==> src/hw/isa_pkg.sv <==
package isa_pkg;

    localparam int XLEN       = 32;
    localparam int REG_ADDR_W = 5;

    // Major opcodes the core executes
    typedef enum logic [6:0]
    {
        OP     = 7'b0110011,
        OP_IMM = 7'b0010011,
        LUI    = 7'b0110111,
        BRANCH = 7'b1100011
    } opcode_e;

    typedef enum logic [3:0]
    {
        ADD,
        SUB,
        AND,
        OR,
        XOR,
        SLT,
        SLTU,
        SLL,
        SRL,
        SRA,
        PASS_B      // Operand B straight through, for LUI
    } alu_op_e;

    // NONE marks every instruction that is not a conditional branch
    typedef enum logic [2:0]
    {
        NONE,
        BEQ,
        BNE,
        BLT,
        BGE,
        BLTU,
        BGEU
    } branch_e;

endpackage

==> src/hw/pipe_pkg.sv <==
package pipe_pkg;

    localparam int IMEM_ADDR_W = 8;
    localparam int BTB_INDEX_W = 4;
    localparam int BTB_ENTRIES = 2 ** BTB_INDEX_W;
    // PC bits above the index and the byte offset
    localparam int BTB_TAG_W   = isa_pkg::XLEN - BTB_INDEX_W - 2;

    typedef struct packed
    {
        logic                     en;
        logic [IMEM_ADDR_W-1:0]   addr;
        logic [isa_pkg::XLEN-1:0] data;
    } imem_write_t;

    // Fetched word with the prediction made for it
    typedef struct packed
    {
        logic                     valid;
        logic [isa_pkg::XLEN-1:0] pc;
        logic [isa_pkg::XLEN-1:0] instr;
        logic                     pred_taken;
        logic [isa_pkg::XLEN-1:0] pred_target;
    } fetch_t;

    typedef struct packed
    {
        logic                           valid;
        logic [isa_pkg::XLEN-1:0]       pc;
        isa_pkg::alu_op_e               alu_op;
        isa_pkg::branch_e               branch;
        logic [isa_pkg::REG_ADDR_W-1:0] rs1;
        logic [isa_pkg::REG_ADDR_W-1:0] rs2;
        logic [isa_pkg::XLEN-1:0]       rs1_data;
        logic [isa_pkg::XLEN-1:0]       rs2_data;
        logic [isa_pkg::XLEN-1:0]       imm;
        logic                           use_imm;
        logic [isa_pkg::REG_ADDR_W-1:0] rd;
        logic                           reg_write;
        logic                           pred_taken;
        logic [isa_pkg::XLEN-1:0]       pred_target;
    } id_ex_t;

    typedef struct packed
    {
        logic                           valid;
        logic [isa_pkg::REG_ADDR_W-1:0] rd;
        logic [isa_pkg::XLEN-1:0]       result;
    } ex_wb_t;

    typedef struct packed
    {
        logic                     valid;
        logic [isa_pkg::XLEN-1:0] target;
    } redirect_t;

    typedef struct packed
    {
        logic                     valid;
        logic [isa_pkg::XLEN-1:0] pc;
        logic                     taken;
        logic [isa_pkg::XLEN-1:0] target;
        logic                     mispredict;
    } bp_update_t;

endpackage

==> src/hw/decode_unit.sv <==
`timescale 1ns/10ps

module decode_unit
(
    input  logic                           CPU_CLK,
    input  logic                           CPU_RST,
    input  pipe_pkg::fetch_t               fetch,
    input  pipe_pkg::redirect_t            redirect,
    output logic [isa_pkg::REG_ADDR_W-1:0] rs1_addr,
    output logic [isa_pkg::REG_ADDR_W-1:0] rs2_addr,
    input  logic [isa_pkg::XLEN-1:0]       rs1_data,
    input  logic [isa_pkg::XLEN-1:0]       rs2_data,
    output pipe_pkg::id_ex_t               id_ex
);
    import isa_pkg::*;
    import pipe_pkg::*;

    logic [XLEN-1:0] instr;
    logic [2:0]      funct3;
    logic [XLEN-1:0] imm_i;
    logic [XLEN-1:0] imm_u;
    logic [XLEN-1:0] imm_b;
    id_ex_t          dec;

    // Shared by OP and OP_IMM, alt selects SUB or SRA
    function automatic alu_op_e alu_decode(input logic [2:0] f3, input logic alt);
        case (f3)
            3'b000:  return alt ? SUB : ADD;
            3'b001:  return SLL;
            3'b010:  return SLT;
            3'b011:  return SLTU;
            3'b100:  return XOR;
            3'b101:  return alt ? SRA : SRL;
            3'b110:  return OR;
            default: return AND;
        endcase
    endfunction

    assign instr    = fetch.instr;
    assign funct3   = instr[14:12];
    assign rs1_addr = instr[19:15];
    assign rs2_addr = instr[24:20];

    // Immediate formats
    assign imm_i = {{20{instr[31]}}, instr[31:20]};
    assign imm_u = {instr[31:12], 12'd0};
    assign imm_b = {{19{instr[31]}}, instr[31], instr[7], instr[30:25], instr[11:8], 1'b0};

    always_comb
    begin
        dec.valid       = fetch.valid && !redirect.valid;
        dec.pc          = fetch.pc;
        dec.rs1         = rs1_addr;
        dec.rs2         = rs2_addr;
        dec.rs1_data    = rs1_data;
        dec.rs2_data    = rs2_data;
        dec.rd          = instr[11:7];
        dec.pred_taken  = fetch.pred_taken;
        dec.pred_target = fetch.pred_target;
        dec.alu_op      = ADD;
        dec.branch      = NONE;
        dec.imm         = imm_i;
        dec.use_imm     = 1'b0;
        dec.reg_write   = 1'b0;

        case (instr[6:0])
            OP:
            begin
                dec.alu_op    = alu_decode(funct3, instr[30]);
                dec.reg_write = 1'b1;
            end
            OP_IMM:
            begin
                dec.alu_op    = alu_decode(funct3, instr[30] && funct3 == 3'b101);
                dec.use_imm   = 1'b1;
                dec.reg_write = 1'b1;
            end
            LUI:
            begin
                dec.alu_op    = PASS_B;
                dec.imm       = imm_u;
                dec.use_imm   = 1'b1;
                dec.reg_write = 1'b1;
            end
            BRANCH:
            begin
                dec.imm = imm_b;
                case (funct3)
                    3'b000:  dec.branch = BEQ;
                    3'b001:  dec.branch = BNE;
                    3'b100:  dec.branch = BLT;
                    3'b101:  dec.branch = BGE;
                    3'b110:  dec.branch = BLTU;
                    3'b111:  dec.branch = BGEU;
                    default: dec.branch = NONE;
                endcase
            end
            // Anything else passes through as a no-op
            default: dec.reg_write = 1'b0;
        endcase
    end

    // ID/EX register
    always_ff @(posedge CPU_CLK or posedge CPU_RST)
    begin
        if (CPU_RST)
            id_ex.valid <= 1'b0;
        else
            id_ex <= dec;
    end

endmodule

==> config.mk <==
export PLATFORM = sky130hd
export DESIGN_NAME = decode_unit
export DESIGN_NICKNAME = d
export VERILOG_FILES = /design/src/hw/isa_pkg.sv /design/src/hw/pipe_pkg.sv /design/src/hw/decode_unit.sv
export SDC_FILE = /design/constraint.sdc
export NUM_CORES = 1
export LEC_CHECK = 0
export ABC_AREA = 0
export BUFFER_PORTS_ARGS = -buffer_cell sky130_fd_sc_hd__buf_2
export CAP_MARGIN = 10
export CORE_AREA = 4 4 149 151
export DETAILED_ROUTE_END_ITERATION = 6
export DIE_AREA = 0 0 153 155
export MAX_ROUTING_LAYER = met4
export PLACE_DENSITY = 0.7
export SYNTH_ARGS = -nofsm -noshare
export SYNTH_HDL_FRONTEND = slang
export SYNTH_SLANG_ARGS = --single-unit
==> constraint.sdc <==
create_clock -name CPU_CLK -period 6.1 [get_ports CPU_CLK]
set_clock_uncertainty 0.05 [all_clocks]
set_input_delay 1.22 -clock CPU_CLK [delete_from_list [all_inputs] [get_ports CPU_CLK]]
set_output_delay 1.22 -clock CPU_CLK [all_outputs]
set_load 0.1 [all_outputs]
### Word level (Yosys, flattened, before mapping)

Index checks and enable logic that the tools add are counted.

* div/mod/pow operators: 0
* $add $sub $neg: 0
* mux-type cells: 11
* shifts and indexed selects: 0
* reduce and logical (&&, ||, !) cells: 6
* order comparisons: 0
* $mul: 0
* bitwise gates (word level): 0
* eq/ne operators: 11

Operators by type and width (count)
* 31-bit case mux with 2 select lines: 1
* 4-bit case mux with 7 select lines: 2
* 3-bit case mux with 6 select lines: 1
* 7-bit by 6-bit == test with 1-bit output, second input constant: 2
* 3-bit == test, second input constant: 4
* 4-bit case mux with 3 select lines: 1
* 7-bit by 5-bit == test with 1-bit output, second input constant: 1
* 7-bit == test, second input constant: 1
* 3-bit by 2-bit == test with 1-bit output, second input constant: 2
* 1-bit two-way mux: 6
* 3-bit by 1-bit == test with 1-bit output, second input constant: 1
* 3-bit zero test: 1
* 3-bit OR reduction: 1
* 1-bit logical AND: 2
* 2-bit OR reduction: 1
* 1-bit zero test: 1

* output and inout bits: 196
* RAM bits: 0
* register bits: 186
* memory bits (read-only): 0
* bits of input ports: 197
* bits in latches: 0
* memories: 0

### Depth between registers and ports, before layout

* depth in word-level cells: 5
* depth in mapped cells: 6
* depth with buffers taken out: 3

### Worst setup path after synthesis

OpenSTA, ideal clock, no wires.

* path kind: in2reg
* start point: in CPU_RST
* end point: reg id_ex[0] (netlist name) (enable)
* buffers on the path: 0
* cell stages on the path: 1
* required time: 5513 ps
* arrival time: 4807 ps
* setup slack: 706 ps
* cell sequence: inv_1

RTL lines
* start: declaration: line decode_unit.sv:6 `input logic CPU_RST,`
* end: declaration: line decode_unit.sv:13 `output pipe_pkg::id_ex_t id_ex`

No word-level cell between the ends.

### Worst setup path after layout

* start point: in fetch[54] (netlist name)
* end point: out rs2_addr[1] (netlist name)

RTL lines
* start: declaration: line decode_unit.sv:7 `input pipe_pkg::fetch_t fetch,`
* end: declaration: line decode_unit.sv:10 `output logic [isa_pkg::REG_ADDR_W-1:0] rs2_addr,`

No word-level cell between the ends.

==> out/qor.log <==
INFO  sta            setup_violations=0
INFO  detailed_routing drt-initial-drc-count=207
INFO  layout         post_route_cells_drive_above_1_share=62.05%
INFO  flow_run       maxCapViolCount=0
INFO  hold_path      hold_depth=2
INFO  clock_tree     cts_made_buffers=17
INFO  layout         syn2layout_area_growth=42.40%
INFO  detailed_routing dr_total_vias=3,904
INFO  hold_path      min_from=redirect[32]
INFO  global_route   grt_antenna_before_repair=3
INFO  synth          mappedNetlistNets=463
INFO  power_and_ir_drop p_leak=0.003799uW
INFO  sta            slew_violations=0
INFO  synth          synthMuxAreaShare=0.1623%
INFO  global_route   grt_pass1_wl=24,810um
INFO  detailed_routing detail_route.wirelength=17,270um
INFO  detailed_routing drt-pass1-iter-count=4
INFO  clock_tree     cts_buffer_depth=2
INFO  floorplanning  fp.dieH=155um
INFO  layout         top_register=id_ex
INFO  detailed_routing routed_via_density=4.243
INFO  hold_path      hold_end=id_ex[185]$_DFF_PP0_
INFO  sta            setup_total_negative_slack=0ns
INFO  detailed_routing route.detailed.drc=0
INFO  sta            final.period_utilization=50.25%
INFO  hold_path      worstHoldPathType=in2reg
INFO  worst_setup_path worst_setup_path_start_kind=input port
INFO  worst_setup_path worst_ep_required=4.83ns
INFO  worst_setup_path cp_num_buf_inv=2
INFO  layout         register_area=5580um2
INFO  layout         layoutNonFillerInstCount=920
INFO  layout         top_regs=id_ex: 186 flops
INFO  layout         utilization=42.18%
INFO  place          placement.setup.worst_slack=3.014ns
INFO  worst_setup_path crit_path_cell_trace=buf_2 -> buf_2
INFO  floorplanning  die_w=153um
INFO  place          gpl.final_weighted_congestion=0.8089
INFO  global_route   grt_pass1_vias=4,170
INFO  floorplanning  floorplan.core_area=20,820um2
INFO  synth          seq_area_frac_synth=90.48%
INFO  global_route   grt_max_degree=92
INFO  sta            timing_worst_slew_pin_value=0.8254ns
INFO  clock_tree     post-cts-setup-buffer-count=0
INFO  sta            grt_setup_unrepaired=false
INFO  worst_setup_path timing.critical_path.fanout_max=4
INFO  synth          synth.cell_area=6167um2
INFO  run_status     status=complete, no violations
INFO  sta            fmax=326.2MHz
INFO  clock_tree     cts_root_buf=clkbuf_16
INFO  clock_tree     cts_max_level=4
INFO  clock_tree     number_of_sinks_on_the_clock_net=186
INFO  worst_setup_path worst_path_largest_cell_delay=0.44ns
INFO  floorplanning  initial_utilization=29.62%
INFO  global_route   grt_total_ovfl=0
INFO  place          number_of_placed_cells_counting_well_taps=886
INFO  synth          synthesis.instances=266
INFO  power_and_ir_drop power.ir.vdd_worst=0.1653mV
INFO  synth          synth_top_family_by_area=compound AO/OA/AOI/OAI gates
INFO  floorplanning  boundaryPins=393
INFO  worst_setup_path cpMostUsedCell=buf_2
INFO  sta            finalWorstSetupSlack=3.035ns
INFO  clock_tree     cts_resized=0
INFO  layout         flip_flop_count_of_the_largest_register_after_layout=186
INFO  sta            layout_min_cycle_time=3.065ns
INFO  layout         multi_input_area=447.9um2
INFO  floorplanning  total_die_area=23,720um2
INFO  worst_setup_path worst-setup-path-type=in2out
INFO  worst_setup_path cp-end-kind=output pin
INFO  synth          synth.top_cells.by_area=edfxtp_1, a21o_1, buf_4
INFO  synth          synth_area_in_simple_gates=2.739%
INFO  worst_setup_path critical-path-slowest-cell=buf_2
INFO  detailed_routing routedWlPerCell=18.77um
INFO  synth          yosys.area_share.adder=0%
INFO  synth          netlist.top_cell.by_area=edfxtp_1
INFO  worst_setup_path critPathTopFamily=buffers and inverters
INFO  synth          async_set_or_reset_flop_fraction_in_the_synthesized_netlist=0.5376%
INFO  synth          number_of_flops_mapped_to_enable_cells_by_yosys=185
INFO  synth          dominantRegCellSynth=edfxtp_1
INFO  clock_tree     cts_hold_repair.buffers=0
INFO  place          hpwl=13,430um
INFO  synth          post_synth.cell_area_avg=23.18um2
INFO  synth          synth-warning-count=0
INFO  floorplanning  row_count=53
INFO  synth          postSynthRegisterBits=186
INFO  layout         final_net_count=827
INFO  global_route   grt_use_total=14.54%
INFO  sta            max-slew-margin-rel=44.98%
INFO  power_and_ir_drop power_density=405.6nW/um2
INFO  synth          synth-xor-area-share=0.2840%
INFO  synth          fraction_of_post_synthesis_cell_area_in_the_top_cell_type_by_area=90.08%
INFO  synth          synth_area_in_compound_gates=4.078%
INFO  worst_setup_path timing.critical_path.arrival=1.80ns
INFO  sta            final_hold_viol_count=0
INFO  clock_tree     cts.clk_slew.worst_paths=0.08ns
INFO  layout         fillers=1,928
INFO  detailed_routing count_of_nets_left_with_antenna_violations_after_detail_routing=0
INFO  synth          unique_masters_post_synth=29
INFO  place          port_buffers=360
INFO  clock_tree     clock_tree_from_tritoncts=done
[cells in the mapped netlist (2+ instances only)]
cell / number
a211oi_1: 2
a21o_1: 19
a22o_1: 5
and2_1: 8
buf_2: 3
buf_4: 10
buf_8: 2
edfxtp_1: 185
nand2_1: 5
nor2_1: 3
nor2b_1: 3
nor3b_1: 2
o21ai_0: 2
xor2_1: 2
[placed cells by master, fill, tap and decap left out]
cell        instances
and2_4              1
and4b_4             1
nor2b_1             3
o31ai_1             1
and3b_1             1
nand2b_1            1
and4bb_2            1
inv_8               2
o21ai_0             2
a211oi_1            2
buf_2             360
nor3b_1             2
a221oi_1            1
dfrtp_1             1
a21boi_4            1
edfxtp_1          185
xor2_1              2
nor2_1              3
nand2_1             5
inv_6               6
o21ai_1             1
nor3_1              1
and2_1              8
buf_4               2
clkinv_8            3
clkinvlp_4          1
diode_2             2
clkbuf_16          17
mux2i_1             1
a21o_1             19
clkinv_2            1
clkinv_4            3
a22o_1              5
[per-stage QoR]
stage | cell area, um2 | hold slack, ns | total power, uW
after floorplan | 6167 | 1.236 | 2362
after global placement | 8198 | 1.347 | 2514
after detailed placement | 8198 | 1.347 | 2522
after CTS | 8777 | 0.8842 | 3598
after global routing | 8780 | 0.8792 | 3677
final | 8782 | 0.9089 | 3562
[worst max path at each step]
stage	startpoint	endpoint	slack (ns)	depth (start not counted)
final	fetch[54]	rs2_addr[1]	3.03	2
after global routing	fetch[53]	rs2_addr[0]	3.02	2
after CTS	fetch[54]	rs2_addr[1]	3.03	2
after detailed placement	CPU_RST	id_ex[66]$_DFFE_PN_	3.01	3
after global placement	fetch[54]	rs2_addr[1]	3.03	2
after floorplan	CPU_RST	id_ex[185]$_DFF_PP0_	0.1	1
[report_power, final]
| part | internal [uW] | switching (uW) |
|---|---|---|
| Clock | 547 | 528 |
| Sequential | 1520 | 22.9 |
| Combinational | 112 | 837 |
| Total | 2170 | 1390 |
[cells by family after synthesis]
group | after synthesis
flops | 186
mux | 1
simple gates | 27
compound gates | 32
buf+inv | 18
xor+xnor | 2
[metal layers]
metal	vias up	share of wire (%)	track usage [%]
met2	216	51	24.19
met5	-	0	-
met3	12	10	5.508
met4	0	0.89	4.158
met1	1908	38	16.56
li1	1768	-	-
[final cells by class]
cell class,count,share of cell area (%)
Antenna cell,2,0.05699
Clock buffer,17,4.844
Clock inverter,15,1.752
Inverter,1,0.09973
Multi-Input combinational cell,62,5.100
Sequential cell,186,63.54
Tap cell,275,3.918
Timing Repair Buffer,362,20.69
Power figures use the tool's default switching activity.
