==> src/hw/isa_pkg.sv <==
package isa_pkg;

    localparam int XLEN       = 32;
    localparam int REG_ADDR_W = 5;

    // Major opcodes the core executes
    typedef enum logic [6:0]
    {
        OP     = 7'b0110011,
        OP_IMM = 7'b0010011,
        LUI    = 7'b0110111,
        BRANCH = 7'b1100011
    } opcode_e;

    typedef enum logic [3:0]
    {
        ADD,
        SUB,
        AND,
        OR,
        XOR,
        SLT,
        SLTU,
        SLL,
        SRL,
        SRA,
        PASS_B      // Operand B straight through, for LUI
    } alu_op_e;

    // NONE marks every instruction that is not a conditional branch
    typedef enum logic [2:0]
    {
        NONE,
        BEQ,
        BNE,
        BLT,
        BGE,
        BLTU,
        BGEU
    } branch_e;

endpackage

==> src/hw/pipe_pkg.sv <==
package pipe_pkg;

    localparam int IMEM_ADDR_W = 8;
    localparam int BTB_INDEX_W = 4;
    localparam int BTB_ENTRIES = 2 ** BTB_INDEX_W;
    // PC bits above the index and the byte offset
    localparam int BTB_TAG_W   = isa_pkg::XLEN - BTB_INDEX_W - 2;

    typedef struct packed
    {
        logic                     en;
        logic [IMEM_ADDR_W-1:0]   addr;
        logic [isa_pkg::XLEN-1:0] data;
    } imem_write_t;

    // Fetched word with the prediction made for it
    typedef struct packed
    {
        logic                     valid;
        logic [isa_pkg::XLEN-1:0] pc;
        logic [isa_pkg::XLEN-1:0] instr;
        logic                     pred_taken;
        logic [isa_pkg::XLEN-1:0] pred_target;
    } fetch_t;

    typedef struct packed
    {
        logic                           valid;
        logic [isa_pkg::XLEN-1:0]       pc;
        isa_pkg::alu_op_e               alu_op;
        isa_pkg::branch_e               branch;
        logic [isa_pkg::REG_ADDR_W-1:0] rs1;
        logic [isa_pkg::REG_ADDR_W-1:0] rs2;
        logic [isa_pkg::XLEN-1:0]       rs1_data;
        logic [isa_pkg::XLEN-1:0]       rs2_data;
        logic [isa_pkg::XLEN-1:0]       imm;
        logic                           use_imm;
        logic [isa_pkg::REG_ADDR_W-1:0] rd;
        logic                           reg_write;
        logic                           pred_taken;
        logic [isa_pkg::XLEN-1:0]       pred_target;
    } id_ex_t;

    typedef struct packed
    {
        logic                           valid;
        logic [isa_pkg::REG_ADDR_W-1:0] rd;
        logic [isa_pkg::XLEN-1:0]       result;
    } ex_wb_t;

    typedef struct packed
    {
        logic                     valid;
        logic [isa_pkg::XLEN-1:0] target;
    } redirect_t;

    typedef struct packed
    {
        logic                     valid;
        logic [isa_pkg::XLEN-1:0] pc;
        logic                     taken;
        logic [isa_pkg::XLEN-1:0] target;
        logic                     mispredict;
    } bp_update_t;

endpackage

==> src/hw/register_file.sv <==
`timescale 1ns/10ps

module register_file
(
    input  logic                           CPU_CLK,
    input  logic                           CPU_RST,
    input  pipe_pkg::ex_wb_t               wb,
    input  logic [isa_pkg::REG_ADDR_W-1:0] rs1_addr,
    input  logic [isa_pkg::REG_ADDR_W-1:0] rs2_addr,
    output logic [isa_pkg::XLEN-1:0]       rs1_data,
    output logic [isa_pkg::XLEN-1:0]       rs2_data,
    input  logic [isa_pkg::REG_ADDR_W-1:0] dbg_reg_addr,
    output logic [isa_pkg::XLEN-1:0]       dbg_reg_data
);
    import isa_pkg::*;

    logic [XLEN-1:0] regs [2**REG_ADDR_W];

    // x0 is zero, a same-cycle write is seen by the read
    function automatic logic [XLEN-1:0] read_port(input logic [REG_ADDR_W-1:0] addr);
        if (addr == '0)
            return '0;
        if (wb.valid && wb.rd == addr)
            return wb.result;
        return regs[addr];
    endfunction

    always_comb
    begin
        rs1_data = read_port(rs1_addr);
        rs2_data = read_port(rs2_addr);
    end

    assign dbg_reg_data = regs[dbg_reg_addr];

    always_ff @(posedge CPU_CLK or posedge CPU_RST)
    begin
        if (CPU_RST)
        begin
            for (int i = 0; i < 2**REG_ADDR_W; i++)
                regs[i] <= '0;
        end
        else if (wb.valid && wb.rd != '0)
            regs[wb.rd] <= wb.result;
    end

endmodule

==> config.mk <==
export PLATFORM = sky130hd
export DESIGN_NAME = register_file
export DESIGN_NICKNAME = d
export VERILOG_FILES = /design/src/hw/isa_pkg.sv /design/src/hw/pipe_pkg.sv /design/src/hw/register_file.sv
export SDC_FILE = /design/constraint.sdc
export NUM_CORES = 2
export LEC_CHECK = 0
export BUFFER_PORTS_ARGS = -buffer_cell sky130_fd_sc_hd__buf_2
export CORE_MARGIN = 2
export CORE_UTILIZATION = 45
export DETAILED_ROUTE_END_ITERATION = 8
export SLEW_MARGIN = 20
export SYNTH_ARGS = -nofsm -noshare
export SYNTH_HDL_FRONTEND = slang
export SYNTH_SLANG_ARGS = --single-unit
==> constraint.sdc <==
create_clock -name CPU_CLK -period 28.6 [get_ports CPU_CLK]
set_input_delay 1.43 -clock CPU_CLK [delete_from_list [all_inputs] [get_ports CPU_CLK]]
set_output_delay 1.43 -clock CPU_CLK [all_outputs]
set_load 0.005 [all_outputs]
* After elaboration in Yosys (flattened, before gate mapping)
Cells that the tools add are included.
Word-level totals: input port bits 55, word-level logic and storage cells 76, bits in writable memories 0, latch bits 0, output and inout bits 96, register bits 1024, memories kept 0, memory bits (read-only) 0
Cells by class: order comparisons 5, bitwise logic cells 4, div/mod/pow operators 0, reduce and logical (&&, ||, !) cells 7, equality and inequality tests 2, multipliers 0, shift operators 0, add/subtract/negate cells 0, mux-type cells 26
Operator list (count):
- $bwmux W1024 | 1
- $bmux W32 S5 | 3
- $mux W32 | 15
- $demux W32 S5 | 1
- $ge A6 B6 Y1 const B | 4
- $not A5 Y6 | 4
- $eq A5 B5 Y1 | 2
- $logic_not A5 Y1 | 2
- $lt A6 B1 Y1 const B | 1
- $mux W1 | 6
- $reduce_bool A5 Y1 | 1
- $logic_and A1 B1 Y1 | 4

* Longest topological paths before layout
depth after elaboration 6, depth in mapped cells 10, gate-level depth less buffers 5

* Worst setup path after synthesis
No wires, ideal clock.
path kind input to output, from input dbg_reg_addr[0] in the netlist's numbering, to output dbg_reg_data[10] in the netlist's numbering, data arrival time 3370 ps, stages on the path 5, slack 23800 ps, path buffers 2, cell sequence buf_2 clkbuf_1 mux4_2 mux4_2 mux2_2
Between the ends: longest elaborated chain between the ends 4
Ends and longest elaborated chain:
- start: declaration | line register_file.sv:12 | input logic [isa_pkg::REG_ADDR_W-1:0] dbg_reg_addr,
- $not A5 Y6 (not written as such) | line register_file.sv:34 | assign dbg_reg_data = regs[dbg_reg_addr];
- $bmux W32 S5 | line register_file.sv:34
- $mux W32 (not written as such) (2 in a row) | line register_file.sv:34
- end: declaration | line register_file.sv:13 | output logic [isa_pkg::XLEN-1:0] dbg_reg_data
Every way passes these cells. The select of a mux whose other input is x is not followed.

* Worst setup path after layout
from input rs2_addr[1] in the netlist's numbering, to output rs2_data[9] in the netlist's numbering
Between the ends: longest elaborated chain between the ends 6
Ends and longest elaborated chain:
- start: declaration | line register_file.sv:9 | input logic [isa_pkg::REG_ADDR_W-1:0] rs2_addr,
- $not A5 Y6 (not written as such) or $eq A5 B5 Y1 (tied branches) | line register_file.sv:25, register_file.sv:23
- $bmux W32 S5 or $logic_and A1 B1 Y1 (tied branches) | line register_file.sv:25, register_file.sv:23
- $mux W32 (not written as such) or $mux W1 (tied branches) (2 in a row) | line register_file.sv:25, register_file.sv:23
- $mux W32 | line register_file.sv:25 | return regs[addr];
- $mux W32 * | line register_file.sv:23 | if (wb.valid && wb.rd == addr)
- end: declaration | line register_file.sv:11 | output logic [isa_pkg::XLEN-1:0] rs2_data,
Mark *: on every way between the ends. The rest lies on a longest branch, timed or not. The select of a mux whose other input is x is not followed.

==> Implementation_results.wiki <==
{| class="wikitable"
! Metric !! Value
|-
| Result of the run || finished, final reports clean
|-
| Endpoints failing hold || 0
|-
| Initial drt markers || between 4,000 and 5,000
|-
| Met2 layer usage reported by global route || between 40% and 50%
|-
| GR met1 Demand/Resource || between 40% and 50%
|-
| Area of all sequential standard cells || roughly 26,000 µm²
|-
| Commonest register cell after synthesis || sky130_fd_sc_hd__dfrtp_1
|-
| Wire length per cell || 37.6 µm
|-
| Sequential area share after synthesis || 41.4%
|-
| Number of buffers added on ports || 150
|-
| Largest net degree at the start of global routing || 162
|-
| CORE AREA || 137,000 µm²
|-
| Mean instance size in the synthesized netlist || ~15 µm²
|-
| Synthesized net count || 4,103
|-
| Post-layout worst setup margin || between 20 and 25 ns
|-
| Share of async-settable or async-resettable flops after synthesis || 100%
|-
| Final-stage net count || 3,954
|-
| Share of post-route cells with drive strength above 1 || 57.5%
|-
| Total number of vias || 41,400
|-
| Most repeated library cell on the critical path || sky130_fd_sc_hd__buf_4
|-
| Horizontal die dimension || 375 µm
|-
| Pre-CTS setup slack || approximately 21 ns
|-
| Routed Antenna Nets || 0
|-
| Clock tree from TritonCTS || yes
|-
| Critical Path Slowest Stage Cell || sky130_fd_sc_hd__buf_4
|-
| Distinct cell type count after synthesis || 45
|-
| Worst Hold Class || reg2reg
|-
| Number of iterations in the first detailed-routing pass || 5
|-
| Share of the clock period used by the worst path after layout || 24.2%
|-
| Reg2Reg Setup Slack || 27.78 ns
|-
| Crit end category || primary output
|-
| Fillers || 11,600
|-
| Yosys synthesis warning count || 0
|-
| Area of the die || 141,000 µm²
|-
| Count of state elements after synthesis || 1,024
|-
| Cell-by-cell trace of the critical path || buf_8, buf_4, or3b_2, buf_4, o21ai_0, a2111oi_0, o221a_2, buf_2
|-
| Number of rows created at floorplan || approximately 140
|-
| Number of flops mapped to enable cells by yosys || 0
|-
| Initial core utilization || between 40% and 50%
|-
| Wire length of the first global-routing pass || 312,000 µm
|-
| Worst-case clock skew || 0 ns
|-
| Remaining max-slew budget at the tightest pin || 21.1%
|-
| Flip-flop count of the largest register, all copies and words added || just over 1,000
|-
| Number of placed instances with taps included || 5,577
|-
| Number of sinks on the clock net || between 1,000 and 1,500
|-
| Average via count per standard cell || 7.16
|-
| GRT Util Overall || 31.0%
|-
| Area of the mapped netlist || 62,000 µm²
|-
| Routability congestion estimate from global placement || around 0.8
|-
| Number of buffers added to fix hold violations after cts || 0
|-
| Via count of the first global-routing pass || about 42,000
|-
| Number of endpoints failing setup at the final stage || 0
|-
| Final critical delay including setup and external delays || 6.93 ns
|-
| RSZ-0062 raised after global routing || false
|-
| Layer with the highest usage || met2
|-
| Clock tree buffer depth || 3
|-
| Leakage component of the power || 0.0281 µW
|-
| Pwr Density || 68.0 nW/µm²
|-
| Final Non-Filler Cells || 5,784
|-
| Largest delay contributor family on the critical path || buffers and inverters
|-
| Post-CTS clock slew at the launch and capture registers of the worst setup and hold paths || ~0.06 ns
|-
| I/O pin count || 151
|-
| Largest reg by FF count || regs
|-
| Arrival time at the worst endpoint || 5.50 ns
|-
| Max Freq || 0.144 GHz
|-
| Startpoint type of the worst setup path || primary input
|-
| Maximum single-stage delay on the critical path || about 0.82 ns
|-
| HPWL after detailed placement || 117,000 µm
|-
| Type of the worst setup path || in2out
|-
| Final number of max-transition violations || 0
|-
| Y dimension of the die || around 380 µm
|-
| Combined area of the multi-input logic cells || about 34,000 µm²
|-
| Post-cts repair resize count || 0
|-
| Max Cap Viol || 0
|-
| Worst-Margin Slew || approximately 1.2 ns
|-
| GR Util met3 || 7.00%
|-
| Cells after Synth || 4,048
|-
| Total Routed Length || ~220,000 µm
|-
| Required @ worst endpoint || 27.17 ns
|-
| TritonCTS Buffers || between 100 and 150
|-
| Worst voltage drop across the vdd grid || 0.0000478 V
|-
| Signed area change from the synthesized netlist to the final layout || 9.25%
|-
| Worst Path Max Fanout || roughly 70
|-
| GRT overflow || 0
|-
| Largest registers || regs x1024
|-
| Number of buffers inserted by post-CTS setup repair || 0
|-
| Initial antenna violation count || 17
|-
| Number of buffer and inverter instances along the worst setup path || 4
|-
| Cell at the root of the clock tree || sky130_fd_sc_hd__clkbuf_16
|-
| Clock latency on the worst-skew pair || 0.74 ns
|-
| Number of levels the H-tree was split into || 3
|-
| Remaining design rule violation count || 0
|-
| Final total negative setup slack || 0 ns
|}
==> layout make-up <==
cell class	count	share of cell area (%)
sequential	1024	37.9
timing repair buffer	238	2.29
inverter	2	0.0166
tap	1794	3.32
clock inverter	30	0.593
clock buffer	171	4.96
multi-input combinational	2520	50.9
antenna	5	0.0185
==> metal layers <==
layer  vias to the layer above  share of wire [%]
li1                      16000                  -
met2                      2148                 46
met3                       436                9.4
met5                         -              0.011
met1                     22800                 40
met4                         4                3.9
==> stage by stage <==
| stage | cell area (µm²) | util, % | power, µW | hold slack (ns) |
|---|---|---|---|---|
| 6_report | 67700 | 49.4 | 4610 | 0.409 |
| 5_1_grt | 67700 | 49.4 | 4790 | 0.428 |
| 4_1_cts | 67600 | 49.4 | 4610 | 0.416 |
| 3_5_place_dp | 63900 | 46.6 | 3100 | 0.402 |
| 3_3_place_gp | 63900 | 46.6 | 3070 | 0.398 |
| 2_1_floorplan | 62000 | - | 2790 | 0.458 |
==> placed cells by master, fill, tap and decap left out, drive strengths merged, types with 10 or more instances in the layout <==
cell type	instances
mux2	1043
dfrtp	1024
mux4	778
buf	238
clkbuf	171
o22ai	128
mux2i	109
nor2	101
a22oi	69
nand2	54
a32o	32
o21ai	27
a2111oi	18
o221ai	18
clkinv	18
a21oi	15
o221a	13
a221o	13
a22o	12
a211oi	12
nor2b	10
==> synthesized netlist by cell type (4+ instances only) <==
master | instances | area (µm²)
sky130_fd_sc_hd__o221ai_1 | 18 | 158
sky130_fd_sc_hd__a22oi_1 | 69 | 518
sky130_fd_sc_hd__o22ai_1 | 128 | 801
sky130_fd_sc_hd__a221oi_1 | 4 | 35.0
sky130_fd_sc_hd__o21ai_0 | 27 | 135
sky130_fd_sc_hd__nand3_1 | 4 | 20.0
sky130_fd_sc_hd__nor3_1 | 5 | 25.0
sky130_fd_sc_hd__mux2_1 | 8 | 90.1
sky130_fd_sc_hd__a31oi_1 | 6 | 37.5
sky130_fd_sc_hd__nor2b_1 | 10 | 62.6
sky130_fd_sc_hd__nor2_1 | 101 | 379
sky130_fd_sc_hd__a211oi_1 | 12 | 90.1
sky130_fd_sc_hd__a2111oi_0 | 18 | 158
sky130_fd_sc_hd__o211ai_1 | 7 | 52.6
sky130_fd_sc_hd__nor3b_1 | 4 | 30.0
sky130_fd_sc_hd__o221a_2 | 13 | 146
sky130_fd_sc_hd__a22o_1 | 12 | 105
sky130_fd_sc_hd__mux2_2 | 1035 | 11700
sky130_fd_sc_hd__buf_1 | 81 | 304
sky130_fd_sc_hd__nand3b_1 | 7 | 52.6
sky130_fd_sc_hd__buf_6 | 10 | 113
sky130_fd_sc_hd__mux2i_1 | 109 | 1090
sky130_fd_sc_hd__nand2_1 | 54 | 203
sky130_fd_sc_hd__a32o_1 | 32 | 320
sky130_fd_sc_hd__dfrtp_1 | 1024 | 25600
sky130_fd_sc_hd__clkbuf_1 | 276 | 1040
sky130_fd_sc_hd__xnor2_1 | 8 | 70.1
sky130_fd_sc_hd__mux4_2 | 778 | 17500
sky130_fd_sc_hd__a21oi_1 | 15 | 75.1
sky130_fd_sc_hd__buf_4 | 24 | 180
sky130_fd_sc_hd__a221o_1 | 13 | 130
sky130_fd_sc_hd__buf_2 | 110 | 551
==> path summary, 6_finish.rpt <==
check,start,cells after the start,endpoint
min in group asynchronous,CPU_RST,3,regs[450]$_DFFE_PP0P_
hold / removal,regs[1005]$_DFFE_PP0P_,0,regs[1005]$_DFFE_PP0P_
max in group asynchronous,CPU_RST,9,regs[369]$_DFFE_PP0P_
hold reg to reg,regs[1005]$_DFFE_PP0P_,0,regs[1005]$_DFFE_PP0P_
setup / recovery,rs2_addr[1],8,rs2_data[9]
setup reg to reg,regs[421]$_DFFE_PP0P_,1,regs[421]$_DFFE_PP0P_
==> report_power, final <==
| part | internal [µW] | switching (µW) | total, µW |
|---|---|---|---|
| Sequential | 1720 | 262 | 1990 |
| Clock | 877 | 634 | 1510 |
| Combinational | 676 | 432 | 1110 |
==> cell families (layout without fill, tap and decap cells) <==
family	after synthesis	after routing	synth area share, %
buf+inv	504	441	3.54
compound gates	376	376	4.49
other cells	0	5	0
mux	1930	1930	49.0
flops	1024	1024	41.4
xor+xnor	10	10	0.141
simple gates	204	204	1.46
Note: power is estimated with default switching activity, not from simulation.
